File: src/verilog/frontend_pkg.sv
package frontend_pkg;

  // Address widths.
  localparam int VADDR_W = 32;
  localparam int PADDR_W = 32;
  typedef logic [VADDR_W-1:0] vaddr_t;
  typedef logic [PADDR_W-1:0] paddr_t;

  // Pages are 256 bytes.
  localparam int PAGE_OFF_W = 8;
  typedef logic [VADDR_W-PAGE_OFF_W-1:0] vpage_t;
  typedef logic [PADDR_W-PAGE_OFF_W-1:0] ppage_t;

  // Cache line and direct-mapped geometry.
  localparam int LINE_B     = 16;
  localparam int LINE_OFF_W = 4;
  typedef logic [LINE_B*8-1:0] line_t;
  typedef logic [LINE_B-1:0]   line_be_t;
  localparam int IC_SETS    = 16;
  localparam int IC_INDEX_W = 4;
  localparam int IC_TAG_W   = PADDR_W - IC_INDEX_W - LINE_OFF_W;
  typedef logic [IC_TAG_W-1:0] ic_tag_t;

  // Instruction words inside a line.
  localparam int INST_B     = 4;
  localparam int LINE_WORDS = LINE_B / INST_B;
  localparam int WORD_IDX_W = 2;
  typedef logic [INST_B*8-1:0] inst_t;
  typedef logic [0:0]          inst_cat_t;
  localparam inst_cat_t CAT_NORMAL = 1'b0;
  localparam inst_cat_t CAT_FAULT  = 1'b1;

  // Instruction buffer depth and fetch throttle.
  localparam int IB_LINES    = 4;
  localparam int IB_PTR_W    = 2;
  localparam int IB_RDY_FREE = 3;

  localparam vaddr_t PC_INIT_VAL = 32'h0000_1000;

  // Fixed page map, no walker behind it.
  localparam int TLB_ENTRIES = 4;
  localparam vpage_t TLB_VPAGE [TLB_ENTRIES] = '{24'h10, 24'h11, 24'h12, 24'h13};
  localparam ppage_t TLB_PPAGE [TLB_ENTRIES] = '{24'h80, 24'h81, 24'h82, 24'h83};

  typedef struct packed {
    vaddr_t vaddr;
  } tlb_req_t;

  typedef struct packed {
    paddr_t paddr;
    logic   miss;
  } tlb_resp_t;

  typedef struct packed {
    logic   valid;
    vaddr_t vaddr;
  } ic_req_t;

  typedef struct packed {
    logic     valid;
    vaddr_t   addr;
    line_t    data;
    line_be_t be;
    logic     fault;
  } ic_resp_t;

  typedef struct packed {
    logic   valid;
    paddr_t paddr;
  } l2_req_t;

  typedef struct packed {
    logic  valid;
    line_t data;
  } l2_resp_t;

  typedef struct packed {
    logic      valid;
    vaddr_t    pc_addr;
    inst_cat_t cat;
    inst_t     inst;
  } disp_t;

  typedef enum logic [1:0] {
    IC_IDLE,
    IC_REQ,
    IC_WAIT,
    IC_REFILL
  } ic_state_t;

endpackage

File: src/verilog/itlb.sv
`timescale 1ns/1ps

module itlb import frontend_pkg::*; (
  input  tlb_req_t  i_tlb_req,
  output tlb_resp_t o_tlb_resp
);

  vpage_t                 w_vpage;
  ppage_t                 w_ppage;
  logic [TLB_ENTRIES-1:0] w_match;

  assign w_vpage = i_tlb_req.vaddr[VADDR_W-1:PAGE_OFF_W];

  // All entries compared at once.
  always_comb begin
    for (int i = 0; i < TLB_ENTRIES; i++) begin
      w_match[i] = (w_vpage == TLB_VPAGE[i]);
    end
  end

  // AND-OR select of the physical page.
  // Entries are distinct, so at most one match is set.
  always_comb begin
    w_ppage = '0;
    for (int i = 0; i < TLB_ENTRIES; i++) begin
      w_ppage = w_ppage | ({$bits(ppage_t){w_match[i]}} & TLB_PPAGE[i]);
    end
  end

  // Unmapped pages come out as page zero with the miss flag.
  assign o_tlb_resp.miss  = ~|w_match;
  assign o_tlb_resp.paddr = {w_ppage, i_tlb_req.vaddr[PAGE_OFF_W-1:0]};

endmodule

File: src/verilog/icache.sv
`timescale 1ns/1ps

module icache import frontend_pkg::*; (
  input  logic     i_clk,
  input  logic     i_reset_n,
  input  ic_req_t  i_s0_req,
  input  logic     i_fetch_enable,
  output logic     o_s0_ready,
  input  paddr_t   i_s1_paddr,
  input  logic     i_s1_tlb_miss,
  output ic_resp_t o_s2_resp,
  output l2_req_t  o_l2_req,
  input  logic     i_l2_req_ready,
  input  l2_resp_t i_l2_resp,
  output logic     o_s2_miss,
  output vaddr_t   o_s2_miss_vaddr
);

  ic_state_t             r_state;
  logic [IC_SETS-1:0]    r_valid;
  ic_tag_t               r_tag_ram  [IC_SETS];
  line_t                 r_data_ram [IC_SETS];

  logic                  w_s0_fire;
  logic [IC_INDEX_W-1:0] w_s0_index;

  logic                  r_s1_valid;
  vaddr_t                r_s1_vaddr;
  logic                  r_s1_line_vld;
  ic_tag_t               r_s1_tag;
  line_t                 r_s1_data;
  logic                  w_s1_hit;
  logic                  w_s1_miss;

  logic                  r_s2_valid;
  vaddr_t                r_s2_vaddr;
  line_t                 r_s2_data;
  line_be_t              r_s2_be;
  logic                  r_s2_fault;

  vaddr_t                r_miss_vaddr;
  paddr_t                r_miss_paddr;
  line_t                 r_refill_data;
  logic [IC_INDEX_W-1:0] w_refill_index;

  assign w_s0_index     = i_s0_req.vaddr[LINE_OFF_W +: IC_INDEX_W];
  assign w_refill_index = r_miss_paddr[LINE_OFF_W +: IC_INDEX_W];

  // Tag check against the translated address.
  assign w_s1_hit  = r_s1_line_vld && (r_s1_tag == i_s1_paddr[PADDR_W-1 -: IC_TAG_W]);
  assign w_s1_miss = r_s1_valid && !i_s1_tlb_miss && !w_s1_hit;

  // A miss in s1 also blocks the fetch sitting in s0.
  assign o_s0_ready = i_fetch_enable && (r_state == IC_IDLE) && !w_s1_miss;
  assign w_s0_fire  = i_s0_req.valid && o_s0_ready;

  always_ff @(posedge i_clk, negedge i_reset_n) begin
    if (!i_reset_n) begin
      r_s1_valid <= 1'b0;
      r_s2_valid <= 1'b0;
    end else begin
      r_s1_valid <= w_s0_fire;
      r_s2_valid <= r_s1_valid && (i_s1_tlb_miss || w_s1_hit);
    end
  end

  // Arrays are read on acceptance.
  always_ff @(posedge i_clk) begin
    if (w_s0_fire) begin
      r_s1_vaddr    <= i_s0_req.vaddr;
      r_s1_line_vld <= r_valid[w_s0_index];
      r_s1_tag      <= r_tag_ram[w_s0_index];
      r_s1_data     <= r_data_ram[w_s0_index];
    end
  end

  always_ff @(posedge i_clk) begin
    if (r_s1_valid) begin
      r_s2_vaddr <= r_s1_vaddr;
      r_s2_data  <= r_s1_data;
      // Bytes from the fetch offset up to the end of the line.
      r_s2_be    <= {LINE_B{1'b1}} << r_s1_vaddr[LINE_OFF_W-1:0];
      r_s2_fault <= i_s1_tlb_miss;
    end
  end

  assign o_s2_resp.valid = r_s2_valid;
  assign o_s2_resp.addr  = r_s2_vaddr;
  assign o_s2_resp.data  = r_s2_data;
  assign o_s2_resp.be    = r_s2_be;
  assign o_s2_resp.fault = r_s2_fault;

  // Refill machine, one miss outstanding.
  always_ff @(posedge i_clk, negedge i_reset_n) begin
    if (!i_reset_n) begin
      r_state <= IC_IDLE;
      r_valid <= '0;
    end else begin
      case (r_state)
        IC_IDLE: begin
          if (w_s1_miss) begin
            r_state <= IC_REQ;
          end
        end
        IC_REQ: begin
          if (i_l2_req_ready) begin
            r_state <= IC_WAIT;
          end
        end
        IC_WAIT: begin
          if (i_l2_resp.valid) begin
            r_state <= IC_REFILL;
          end
        end
        IC_REFILL: begin
          r_valid[w_refill_index] <= 1'b1;
          r_state                 <= IC_IDLE;
        end
        default: begin
          r_state <= IC_IDLE;
        end
      endcase
    end
  end

  always_ff @(posedge i_clk) begin
    if ((r_state == IC_IDLE) && w_s1_miss) begin
      r_miss_vaddr <= r_s1_vaddr;
      r_miss_paddr <= {i_s1_paddr[PADDR_W-1:LINE_OFF_W], {LINE_OFF_W{1'b0}}};
    end
    if ((r_state == IC_WAIT) && i_l2_resp.valid) begin
      r_refill_data <= i_l2_resp.data;
    end
  end

  always_ff @(posedge i_clk) begin
    if (r_state == IC_REFILL) begin
      r_tag_ram[w_refill_index]  <= r_miss_paddr[PADDR_W-1 -: IC_TAG_W];
      r_data_ram[w_refill_index] <= r_refill_data;
    end
  end

  assign o_l2_req.valid  = (r_state == IC_REQ);
  assign o_l2_req.paddr  = r_miss_paddr;
  // Replay starts on the same edge that writes the line.
  assign o_s2_miss       = (r_state == IC_REFILL);
  assign o_s2_miss_vaddr = r_miss_vaddr;

endmodule

File: src/verilog/inst_buffer.sv
`timescale 1ns/1ps

module inst_buffer import frontend_pkg::*; (
  input  logic     i_clk,
  input  logic     i_reset_n,
  input  ic_resp_t i_inst,
  output logic     o_inst_rdy,
  output disp_t    o_disp,
  input  logic     i_disp_ready
);

  vaddr_t                r_pc    [IB_LINES];
  line_t                 r_data  [IB_LINES];
  line_be_t              r_be    [IB_LINES];
  logic                  r_fault [IB_LINES];

  logic [IB_PTR_W-1:0]   r_wr_ptr;
  logic [IB_PTR_W-1:0]   r_rd_ptr;
  logic [IB_PTR_W:0]     r_count;
  logic [WORD_IDX_W-1:0] r_word;

  logic [LINE_WORDS-1:0] w_word_en;
  logic [LINE_WORDS-1:0] w_above;
  logic [WORD_IDX_W-1:0] w_cur_word;
  logic                  w_more;
  logic                  w_push;
  logic                  w_fire;
  logic                  w_pop;

  // Room for the fetches still in s1 and s2 plus the one in s0.
  assign o_inst_rdy = (IB_LINES - int'(r_count)) >= IB_RDY_FREE;

  // Words of the head line not yet sent.
  always_comb begin
    for (int i = 0; i < LINE_WORDS; i++) begin
      w_word_en[i] = r_be[r_rd_ptr][INST_B*i] && (i >= int'(r_word));
    end
  end

  // Lowest pending word wins.
  always_comb begin
    w_cur_word = '0;
    for (int i = LINE_WORDS-1; i >= 0; i--) begin
      if (w_word_en[i]) begin
        w_cur_word = WORD_IDX_W'(i);
      end
    end
  end

  assign w_above = w_word_en >> w_cur_word;
  assign w_more  = |w_above[LINE_WORDS-1:1];

  assign w_push = i_inst.valid;
  assign w_fire = o_disp.valid && i_disp_ready;
  // A fault line is a single dispatch.
  assign w_pop  = w_fire && (r_fault[r_rd_ptr] || !w_more);

  always_comb begin
    o_disp.valid   = (r_count != '0);
    o_disp.cat     = r_fault[r_rd_ptr] ? CAT_FAULT : CAT_NORMAL;
    o_disp.pc_addr = {r_pc[r_rd_ptr][VADDR_W-1:LINE_OFF_W], w_cur_word, 2'b00};
    o_disp.inst    = r_data[r_rd_ptr][w_cur_word*$bits(inst_t) +: $bits(inst_t)];
    if (r_fault[r_rd_ptr]) begin
      o_disp.pc_addr = r_pc[r_rd_ptr];
      o_disp.inst    = '0;
    end
  end

  always_ff @(posedge i_clk, negedge i_reset_n) begin
    if (!i_reset_n) begin
      r_wr_ptr <= '0;
      r_rd_ptr <= '0;
      r_count  <= '0;
      r_word   <= '0;
    end else begin
      if (w_push) begin
        r_wr_ptr <= r_wr_ptr + 1'b1;
      end
      if (w_pop) begin
        r_rd_ptr <= r_rd_ptr + 1'b1;
        r_word   <= '0;
      end else if (w_fire) begin
        r_word <= w_cur_word + 1'b1;
      end
      case ({w_push, w_pop})
        2'b10:   r_count <= r_count + 1'b1;
        2'b01:   r_count <= r_count - 1'b1;
        default: r_count <= r_count;
      endcase
    end
  end

  always_ff @(posedge i_clk) begin
    if (w_push) begin
      r_pc[r_wr_ptr]    <= i_inst.addr;
      r_data[r_wr_ptr]  <= i_inst.data;
      r_be[r_wr_ptr]    <= i_inst.be;
      r_fault[r_wr_ptr] <= i_inst.fault;
    end
  end

endmodule

File: src/verilog/fetch_frontend.sv
`timescale 1ns/1ps

module fetch_frontend import frontend_pkg::*; (
  input  logic     i_clk,
  input  logic     i_reset_n,
  output l2_req_t  o_l2_req,
  input  logic     i_l2_req_ready,
  input  l2_resp_t i_l2_resp,
  output disp_t    o_disp,
  input  logic     i_disp_ready
);

  vaddr_t    r_s0_vaddr;
  tlb_req_t  w_s0_tlb_req;
  tlb_resp_t w_s0_tlb_resp;
  ic_req_t   w_s0_ic_req;
  logic      w_s0_ic_ready;

  paddr_t    r_s1_paddr;
  logic      r_s1_tlb_miss;

  ic_resp_t  w_s2_ic_resp;
  logic      w_s2_ic_miss;
  vaddr_t    w_s2_ic_miss_vaddr;
  logic      w_inst_rdy;

  // Fetch PC, one line per accepted fetch.
  always_ff @(posedge i_clk, negedge i_reset_n) begin
    if (!i_reset_n) begin
      r_s0_vaddr <= PC_INIT_VAL;
    end else if (w_s2_ic_miss) begin
      r_s0_vaddr <= w_s2_ic_miss_vaddr;
    end else if (w_s0_ic_ready) begin
      r_s0_vaddr <= {r_s0_vaddr[VADDR_W-1:LINE_OFF_W], {LINE_OFF_W{1'b0}}} + vaddr_t'(LINE_B);
    end
  end

  assign w_s0_tlb_req.vaddr = r_s0_vaddr;

  itlb u_itlb (
    .i_tlb_req  (w_s0_tlb_req),
    .o_tlb_resp (w_s0_tlb_resp)
  );

  // Translation lines up with the icache s1 stage.
  always_ff @(posedge i_clk, negedge i_reset_n) begin
    if (!i_reset_n) begin
      r_s1_paddr    <= '0;
      r_s1_tlb_miss <= 1'b0;
    end else begin
      r_s1_paddr    <= w_s0_tlb_resp.paddr;
      r_s1_tlb_miss <= w_s0_tlb_resp.miss;
    end
  end

  assign w_s0_ic_req.valid = 1'b1;
  assign w_s0_ic_req.vaddr = r_s0_vaddr;

  icache u_icache (
    .i_clk           (i_clk),
    .i_reset_n       (i_reset_n),
    .i_s0_req        (w_s0_ic_req),
    .i_fetch_enable  (w_inst_rdy),
    .o_s0_ready      (w_s0_ic_ready),
    .i_s1_paddr      (r_s1_paddr),
    .i_s1_tlb_miss   (r_s1_tlb_miss),
    .o_s2_resp       (w_s2_ic_resp),
    .o_l2_req        (o_l2_req),
    .i_l2_req_ready  (i_l2_req_ready),
    .i_l2_resp       (i_l2_resp),
    .o_s2_miss       (w_s2_ic_miss),
    .o_s2_miss_vaddr (w_s2_ic_miss_vaddr)
  );

  inst_buffer u_inst_buffer (
    .i_clk        (i_clk),
    .i_reset_n    (i_reset_n),
    .i_inst       (w_s2_ic_resp),
    .o_inst_rdy   (w_inst_rdy),
    .o_disp       (o_disp),
    .i_disp_ready (i_disp_ready)
  );

endmodule

File: config.mk
export PLATFORM = sky130hd
export DESIGN_NAME = fetch_frontend
export DESIGN_NICKNAME = d
export VERILOG_FILES = /design/src/verilog/frontend_pkg.sv /design/src/verilog/itlb.sv /design/src/verilog/icache.sv /design/src/verilog/inst_buffer.sv /design/src/verilog/fetch_frontend.sv
export SDC_FILE = /design/constraint.sdc
export NUM_CORES = 2
export LEC_CHECK = 0
export BUFFER_PORTS_ARGS = -buffer_cell sky130_fd_sc_hd__clkbuf_2
export CAP_MARGIN = 20
export CORE_ASPECT_RATIO = 1.5
export CORE_MARGIN = 1
export CORE_UTILIZATION = 60
export CTS_CLUSTER_DIAMETER = 30
export DETAILED_ROUTE_END_ITERATION = 8
export HOLD_SLACK_MARGIN = 0.05
export PLACE_DENSITY = 0.75
export RECOVER_POWER = 50
export SETUP_SLACK_MARGIN = 0.3
export SKIP_LAST_GASP = 1
export SLEW_MARGIN = 5
export SYNTH_ARGS = -nofsm -noshare
export SYNTH_HDL_FRONTEND = slang
export SYNTH_SLANG_ARGS = --single-unit
File: constraint.sdc
create_clock -name i_clk -period 13.3 [get_ports i_clk]
set_input_delay 0 -clock i_clk [delete_from_list [all_inputs] [get_ports i_clk]]
set_output_delay 0 -clock i_clk [all_outputs]
set_load 0.01 [all_outputs]
=== Word-level counts from Yosys, hierarchy flattened ===
Memories as Yosys holds them, arrays and structs flattened. A register that Yosys moved wholly into a read port is not among the register bits.
Index checks and enable logic that the tools add are counted.

* Multiplexer cells: 24
* $lt $le $gt $ge: 7
* Reductions and logical operators: 29
* Bitwise logic cells: 4
* Shift-type cells: 3
* Equal/unequal tests: 13
* Add/subtract/negate cells: 7

{| class="wikitable"
|+ Operator list
! cell !! count
|-
| 128-bit by 8-bit variable part select with 32-bit output || 1
|-
| 24-bit by 5-bit == test with 1-bit output (second input constant) || 4
|-
| 32-bit two-way mux || 3
|-
| 24-bit by 8-bit OR with 24-bit output || 2
|-
| 32-bit by 5-bit adder with 32-bit output (second input constant) || 1
|-
| 32-bit by 3-bit greater-or-equal comparator with 1-bit output (second input constant) || 1
|-
| 24-bit == test || 1
|-
| 2-bit two-way mux || 9
|-
| 16-bit OR || 1
|-
| 16-bit by 4-bit left shift with 16-bit output (first input constant) || 1
|-
| 1-bit logical AND || 14
|-
| 4-bit by 5-bit < comparator with 1-bit output (second input constant) || 2
|-
| 8-bit OR || 1
|-
| 2-bit one-hot mux with 4 select lines || 1
|-
| 1-bit two-way mux || 7
|-
| 2-bit by 1-bit adder with 2-bit output (second input constant) || 3
|-
| 2-bit == test (second input constant) || 3
|-
| 3-bit one-hot mux with 2 select lines || 1
|-
| 2-bit nonzero test || 3
|-
| 1-bit logical NOT || 5
|-
| 1-bit binary-select mux with 4-bit select || 1
|-
| 1-bit demux with 4-bit select || 1
|-
| 2-bit by 1-bit == test with 1-bit output (second input constant) || 2
|-
| 1-bit by 2-bit greater-or-equal comparator with 1-bit output (first input constant) || 2
|-
| 15 further kinds || 17
|}

* Bits in writable memories: 3140
* Input bits: 133
* Register bits: 492
* Output and inout port bits: 99
* Memories kept: 6

{| class="wikitable"
|+ Memory list
! name !! depth !! bits a word !! read ports !! clocked after memory_dff !! wr ports !! line !! source
|-
| u_icache.r_data_ram || 16 || 128 || 1 || 1 || 1 || icache.sv:22 || <nowiki>line_t r_data_ram [IC_SETS];</nowiki>
|-
| u_inst_buffer.r_data || 4 || 128 || 1 || 0 || 1 || inst_buffer.sv:13 || <nowiki>line_t r_data [IB_LINES];</nowiki>
|-
| u_icache.r_tag_ram || 16 || 24 || 1 || 1 || 1 || icache.sv:21 || <nowiki>ic_tag_t r_tag_ram [IC_SETS];</nowiki>
|-
| u_inst_buffer.r_pc || 4 || 32 || 1 || 0 || 1 || inst_buffer.sv:12 || <nowiki>vaddr_t r_pc [IB_LINES];</nowiki>
|-
| u_inst_buffer.r_be || 4 || 16 || 1 || 0 || 1 || inst_buffer.sv:14 || <nowiki>line_be_t r_be [IB_LINES];</nowiki>
|-
| u_inst_buffer.r_fault || 4 || 1 || 1 || 0 || 1 || inst_buffer.sv:15 || <nowiki>logic r_fault [IB_LINES];</nowiki>
|}

=== Depth between registers and ports, before layout ===
* Depth after elaboration: 12
* Depth in mapped cells: 11

=== Hierarchy ===
Synthesis repeated with hierarchy kept, for this count alone.

* Cells, all modules: 5431
* Area total of the unflattened synthesis: 137449.3 um^2

{| class="wikitable"
|+ Modules (own cells, without submodules)
! module !! area an instance (um^2) !! sequential area each (um^2) !! times used !! cells an instance
|-
| icache || 109075.9 || 90016.3 || 1 || 4135
|-
| inst_buffer || 25476.9 || 20044.2 || 1 || 1023
|-
| fetch_frontend || 2588.7 || 1627.8 || 1 || 228
|-
| itlb || 307.8 || 0.0 || 1 || 45
|}

=== Worst setup path after synthesis ===
No wires, ideal clock.

* Path kind: reg2reg
* Start: register u_icache.r_state[0]
* End: register u_icache.r_valid[0]
* Slack: 2.208 ns
* Arrival: 10.971 ns
* Stages on the path, launching flop included: 7
* Data required time: 13.178 ns
* Clock period less this slack: 11.092 ns
* Cells stage by stage: dfrtp_1 -> ha_1 -> clkbuf_1 -> inv_1 -> or3_1 -> nor3_1 -> or2_2

* Longest elaborated chain between the ends: 1

{| class="wikitable"
|+ Ends and longest elaborated chain
! item !! line !! source
|-
| from (decl) || icache.sv:19 || <nowiki>ic_state_t r_state;</nowiki>
|-
| from (signal assigned) || icache.sv:96 || <nowiki>r_state <= IC_IDLE;</nowiki>
|-
| from (signal assigned) || icache.sv:102 || <nowiki>r_state <= IC_REQ;</nowiki>
|-
| from (signal assigned) || icache.sv:107 || <nowiki>r_state <= IC_WAIT;</nowiki>
|-
| 2-bit == test || icache.sv:99 || <nowiki>case (r_state)</nowiki>
|-
| to (signal assigned) || icache.sv:97 || <nowiki>r_valid <= '0;</nowiki>
|-
| to (signal, indexed assignment) || icache.sv:116 || <nowiki>r_valid[w_refill_index] <= 1'b1;</nowiki>
|-
| to (decl) || icache.sv:20 || <nowiki>logic [IC_SETS-1:0] r_valid;</nowiki>
|}

No other way between the ends.
A chain may end at the register's enable or synchronous reset.

==> flow_metrics.tcl <==
set metrics [dict create \
    core_area_um2 202000 \
    dieWidth_um 370 \
    htreeDepth 5 \
    reg2reg_slack_ns 7.74 \
    cts_sinks 3321 \
    max-cap-violations 10 \
    ant_nets 0 \
    grt_pass1_vias 61000 \
    cts-buffers-inserted 406 \
    dpl.hpwl_mm 134 \
    ys_warn_count 0 \
    synthCells 4807 \
    sw_frac_of_total 0.291 \
    drive_above_1_share 0.308 \
    rr_startpoint "r_s0_vaddr[5]" \
    seq_area_frac_synth 0.814 \
    hold_depth 5 \
    ir_drop_mv 0.222 \
    portBuffers 206 \
    rows 202 \
    pwr-share-clk 0.352 \
    total_power_uw 32600 \
    die_y_um 554 \
    viasPerCell 6.88 \
    initial_core_util 0.604 \
    grt_usage 0.315 \
    yosys.area.top_type "edfxtp_1" \
    slowest_stage "dfrtp_1" \
    clk_root_buffer_cell "clkbuf_16" \
    multiInputGateArea_um2 21500 \
    netlist.area_leader.share 0.800 \
    grt_pass1_wl_mm 453 \
    startpoint_type "register" \
    end_kind "register" \
    route.detailed.wl_per_inst_um 37.5 \
    cts_buffer_depth 4 \
    required_ns 13.90 \
    p_int_uw 23100 \
    final-seq-area_um2 99400 \
    setup_viol 0 \
    finalCritPeriodShare 0.418 \
    cp_max_fo 69 \
    rr_endpoint "u_icache.r_s1_data[25]" \
    cts_resized 0 \
    power_switching_uw 9490 \
    worstHoldStart "i_disp_ready" \
    period_minus_slack_ns 5.56 \
    fmax_mhz 180 \
    place.gp.congestion 0.819 \
    power_density_nw_per_um2 228 \
    worstMarginPinSlew_ns 4.23 \
    layout.nets 5700 \
    min_to "u_inst_buffer.r_word[0]" \
    synth.top_cells.by_area "edfxtp_1, mux4_2, dfrtp_1" \
    dr.pass1.iters 6 \
    finalHoldViolations 0 \
    pwr-share-seq 0.443 \
    syn2layout_area_growth_pct 17.1 \
    critPathArrivalTime_ns 6.16 \
    route.final.wire_length_mm 321 \
    violations "capacitance limit, slew limit" \
    skew_ns 0.0448 \
    finalSetupTns_ns 0 \
    leakage_uw 0.0462 \
    min_path_type "in -> reg" \
    insertion_delay_ns 0.88 \
    n_fill_cell 10700 \
    path_depth 4 \
    syn_area_um2 122000 \
    vias 58800 \
    critPathTopFamily "flip-flops" \
    drc 0 \
    path_clk_slew_ns 0.06 \
    async_reset_ff_frac 0.0208 \
    drt-initial-drc-count 9147 \
    crit_type "reg -> reg" \
    report.final.slew_viol_count 388 \
    slew_headroom -1.82 \
    grt_max_degree 159 \
    synth.distinct_cells 66 \
    path_cells "buf_4 > buf_4 > mux4_2 > mux4_2" \
    status "finished, violations left" \
    rsz0062_at_grt "no" \
    synth_edf_count 3252 \
    critPathBufInv 2 \
    power_frac_comb 0.205 \
    mostFrequentLayoutCell "edfxtp_1" \
    rr_worst_depth 4 \
    io-pin-count 232 \
    avgSynthCellArea_um2 25.4 \
    overflow 0 \
    tritoncts "yes" \
    synth-seq-cells 3321 \
    slowest_delay_ns 2.30 \
    final_cell_mix "edfxtp_1, mux4_2, clkbuf_16" \
    ys.flop_type "edfxtp_1" \
    dieArea_um2 205000 \
    antenna_found_initial 7 \
    cts_setup_buffers 0 \
]
[per-layer routing]
layer  vias to the layer above  GRT usage  wire length, um
met5                         -          0               20
li1                      22300          -                -
met2                      4733      0.522           164000
met1                     31000      0.408           109000
met3                       808     0.0556            32200
met4                         2      0.151            15700
[stage by stage]
step / worst slack, ns / utilization / instances / area (um2) / hold slack [ns]
floorplan: 2.21 / - / 4831 / 122000 / -0.296
global placement: 8.45 / 0.625 / 7535 / 126000 / 0.177
detailed placement: 8.39 / 0.625 / 7535 / 126000 / 0.179
CTS: 7.92 / 0.708 / 8548 / 143000 / 0.132
global route: 7.63 / 0.708 / 8551 / 143000 / 0.188
finish: 7.74 / 0.708 / 8551 / 143000 / 0.189
[repair_timing]
action	in CTS	in global routing
hold endpoints to repair	216	0
setup endpoints to repair	0	0
hold buffers	262	0
[power by group through the flow]
stage	clock network, uW	registers [uW]	logic (uW)
6_report	11500	14400	6670
3_5_place_dp	0	14500	6350
4_1_cts	11500	14300	6630
2_1_floorplan	0	14100	4750
3_3_place_gp	0	14400	6320
5_1_grt	11900	14500	6920
[kinds of logic (layout without fill, tap and decap cells)]
group	count (synthesis)	count (layout)	share of synthesized area
multiplexers	896	896	0.158
AND/OR/NAND/NOR	175	175	0.00737
buffers and inverters	263	1330	0.0109
AO/OA/AOI/OAI	120	120	0.00670
XOR/XNOR	19	19	0.00136
flip-flops	3321	3321	0.814
other	1	26	0.0000307
adder cells (fa/ha/maj)	12	12	0.00129
[worst reg2reg max path: cells and delay by family (launching register included)]
kind | cells | cell delay [ns]
buffers and inverters | 2 | 1.95
muxes | 2 | 1.03
DFF | 1 | 2.30
[sequential cells by signal (all words and copies together), names as in the netlist, 7 cells and up]
| name | cells |
|---|---|
| u_icache.r_data_ram | 2048 |
| r_s1_paddr | 7 |
| u_icache.r_s1_data | 128 |
| r_s0_vaddr | 32 |
| u_icache.r_tag_ram | 48 |
| u_icache.r_refill_data | 128 |
| u_icache.r_s2_vaddr | 32 |
| u_inst_buffer.r_be | 16 |
| u_icache.r_s2_data | 128 |
| u_icache.r_valid | 16 |
| u_icache.r_s1_vaddr | 32 |
| u_icache.o_s2_miss_vaddr | 32 |
| u_inst_buffer.r_data | 512 |
| u_inst_buffer.r_pc | 128 |
| u_icache.r_miss_paddr | 7 |
[cell usage after synthesis, types with 7 or more instances]
cell type / count
edfxtp_1: 3252
mux4_2: 824
clkbuf_1: 103
buf_2: 76
mux2i_1: 71
dfrtp_1: 68
nand2_1: 46
nor2_1: 35
o22ai_1: 32
buf_4: 30
inv_1: 24
a31oi_1: 18
o21ai_0: 18
buf_1: 17
xnor2_1: 17
or2_2: 16
nand3_1: 13
ha_1: 11
o21ai_1: 10
and2_1: 9
or3_1: 9
and3_1: 7
o31ai_1: 7
or4_1: 7
[layout make-up]
type | instances | share of cell area
multi-input cells | 1247 | 0.151
clock inverters | 310 | 0.0250
clock buffers | 441 | 0.0733
inverters | 25 | 0.000709
diodes | 1 | 0.0000175
flip-flops and latches | 3321 | 0.696
repair buffers | 554 | 0.0316
well taps | 2652 | 0.0232
[how the worst max path moves through the flow]
| stage | endpoint | start |
|---|---|---|
| global route | u_inst_buffer.r_data[0][121] | u_inst_buffer.r_wr_ptr[0] |
| CTS | o_disp[16] | u_inst_buffer.r_rd_ptr[1] |
| global placement | u_icache.r_s1_data[118] | r_s0_vaddr[4] |
| detailed placement | u_icache.r_s1_data[119] | r_s0_vaddr[4] |
| finish | u_icache.r_s1_data[25] | r_s0_vaddr[5] |
| floorplan | u_icache.r_valid[0] | u_icache.r_state[0] |
Power figures use the tool's default switching activity.
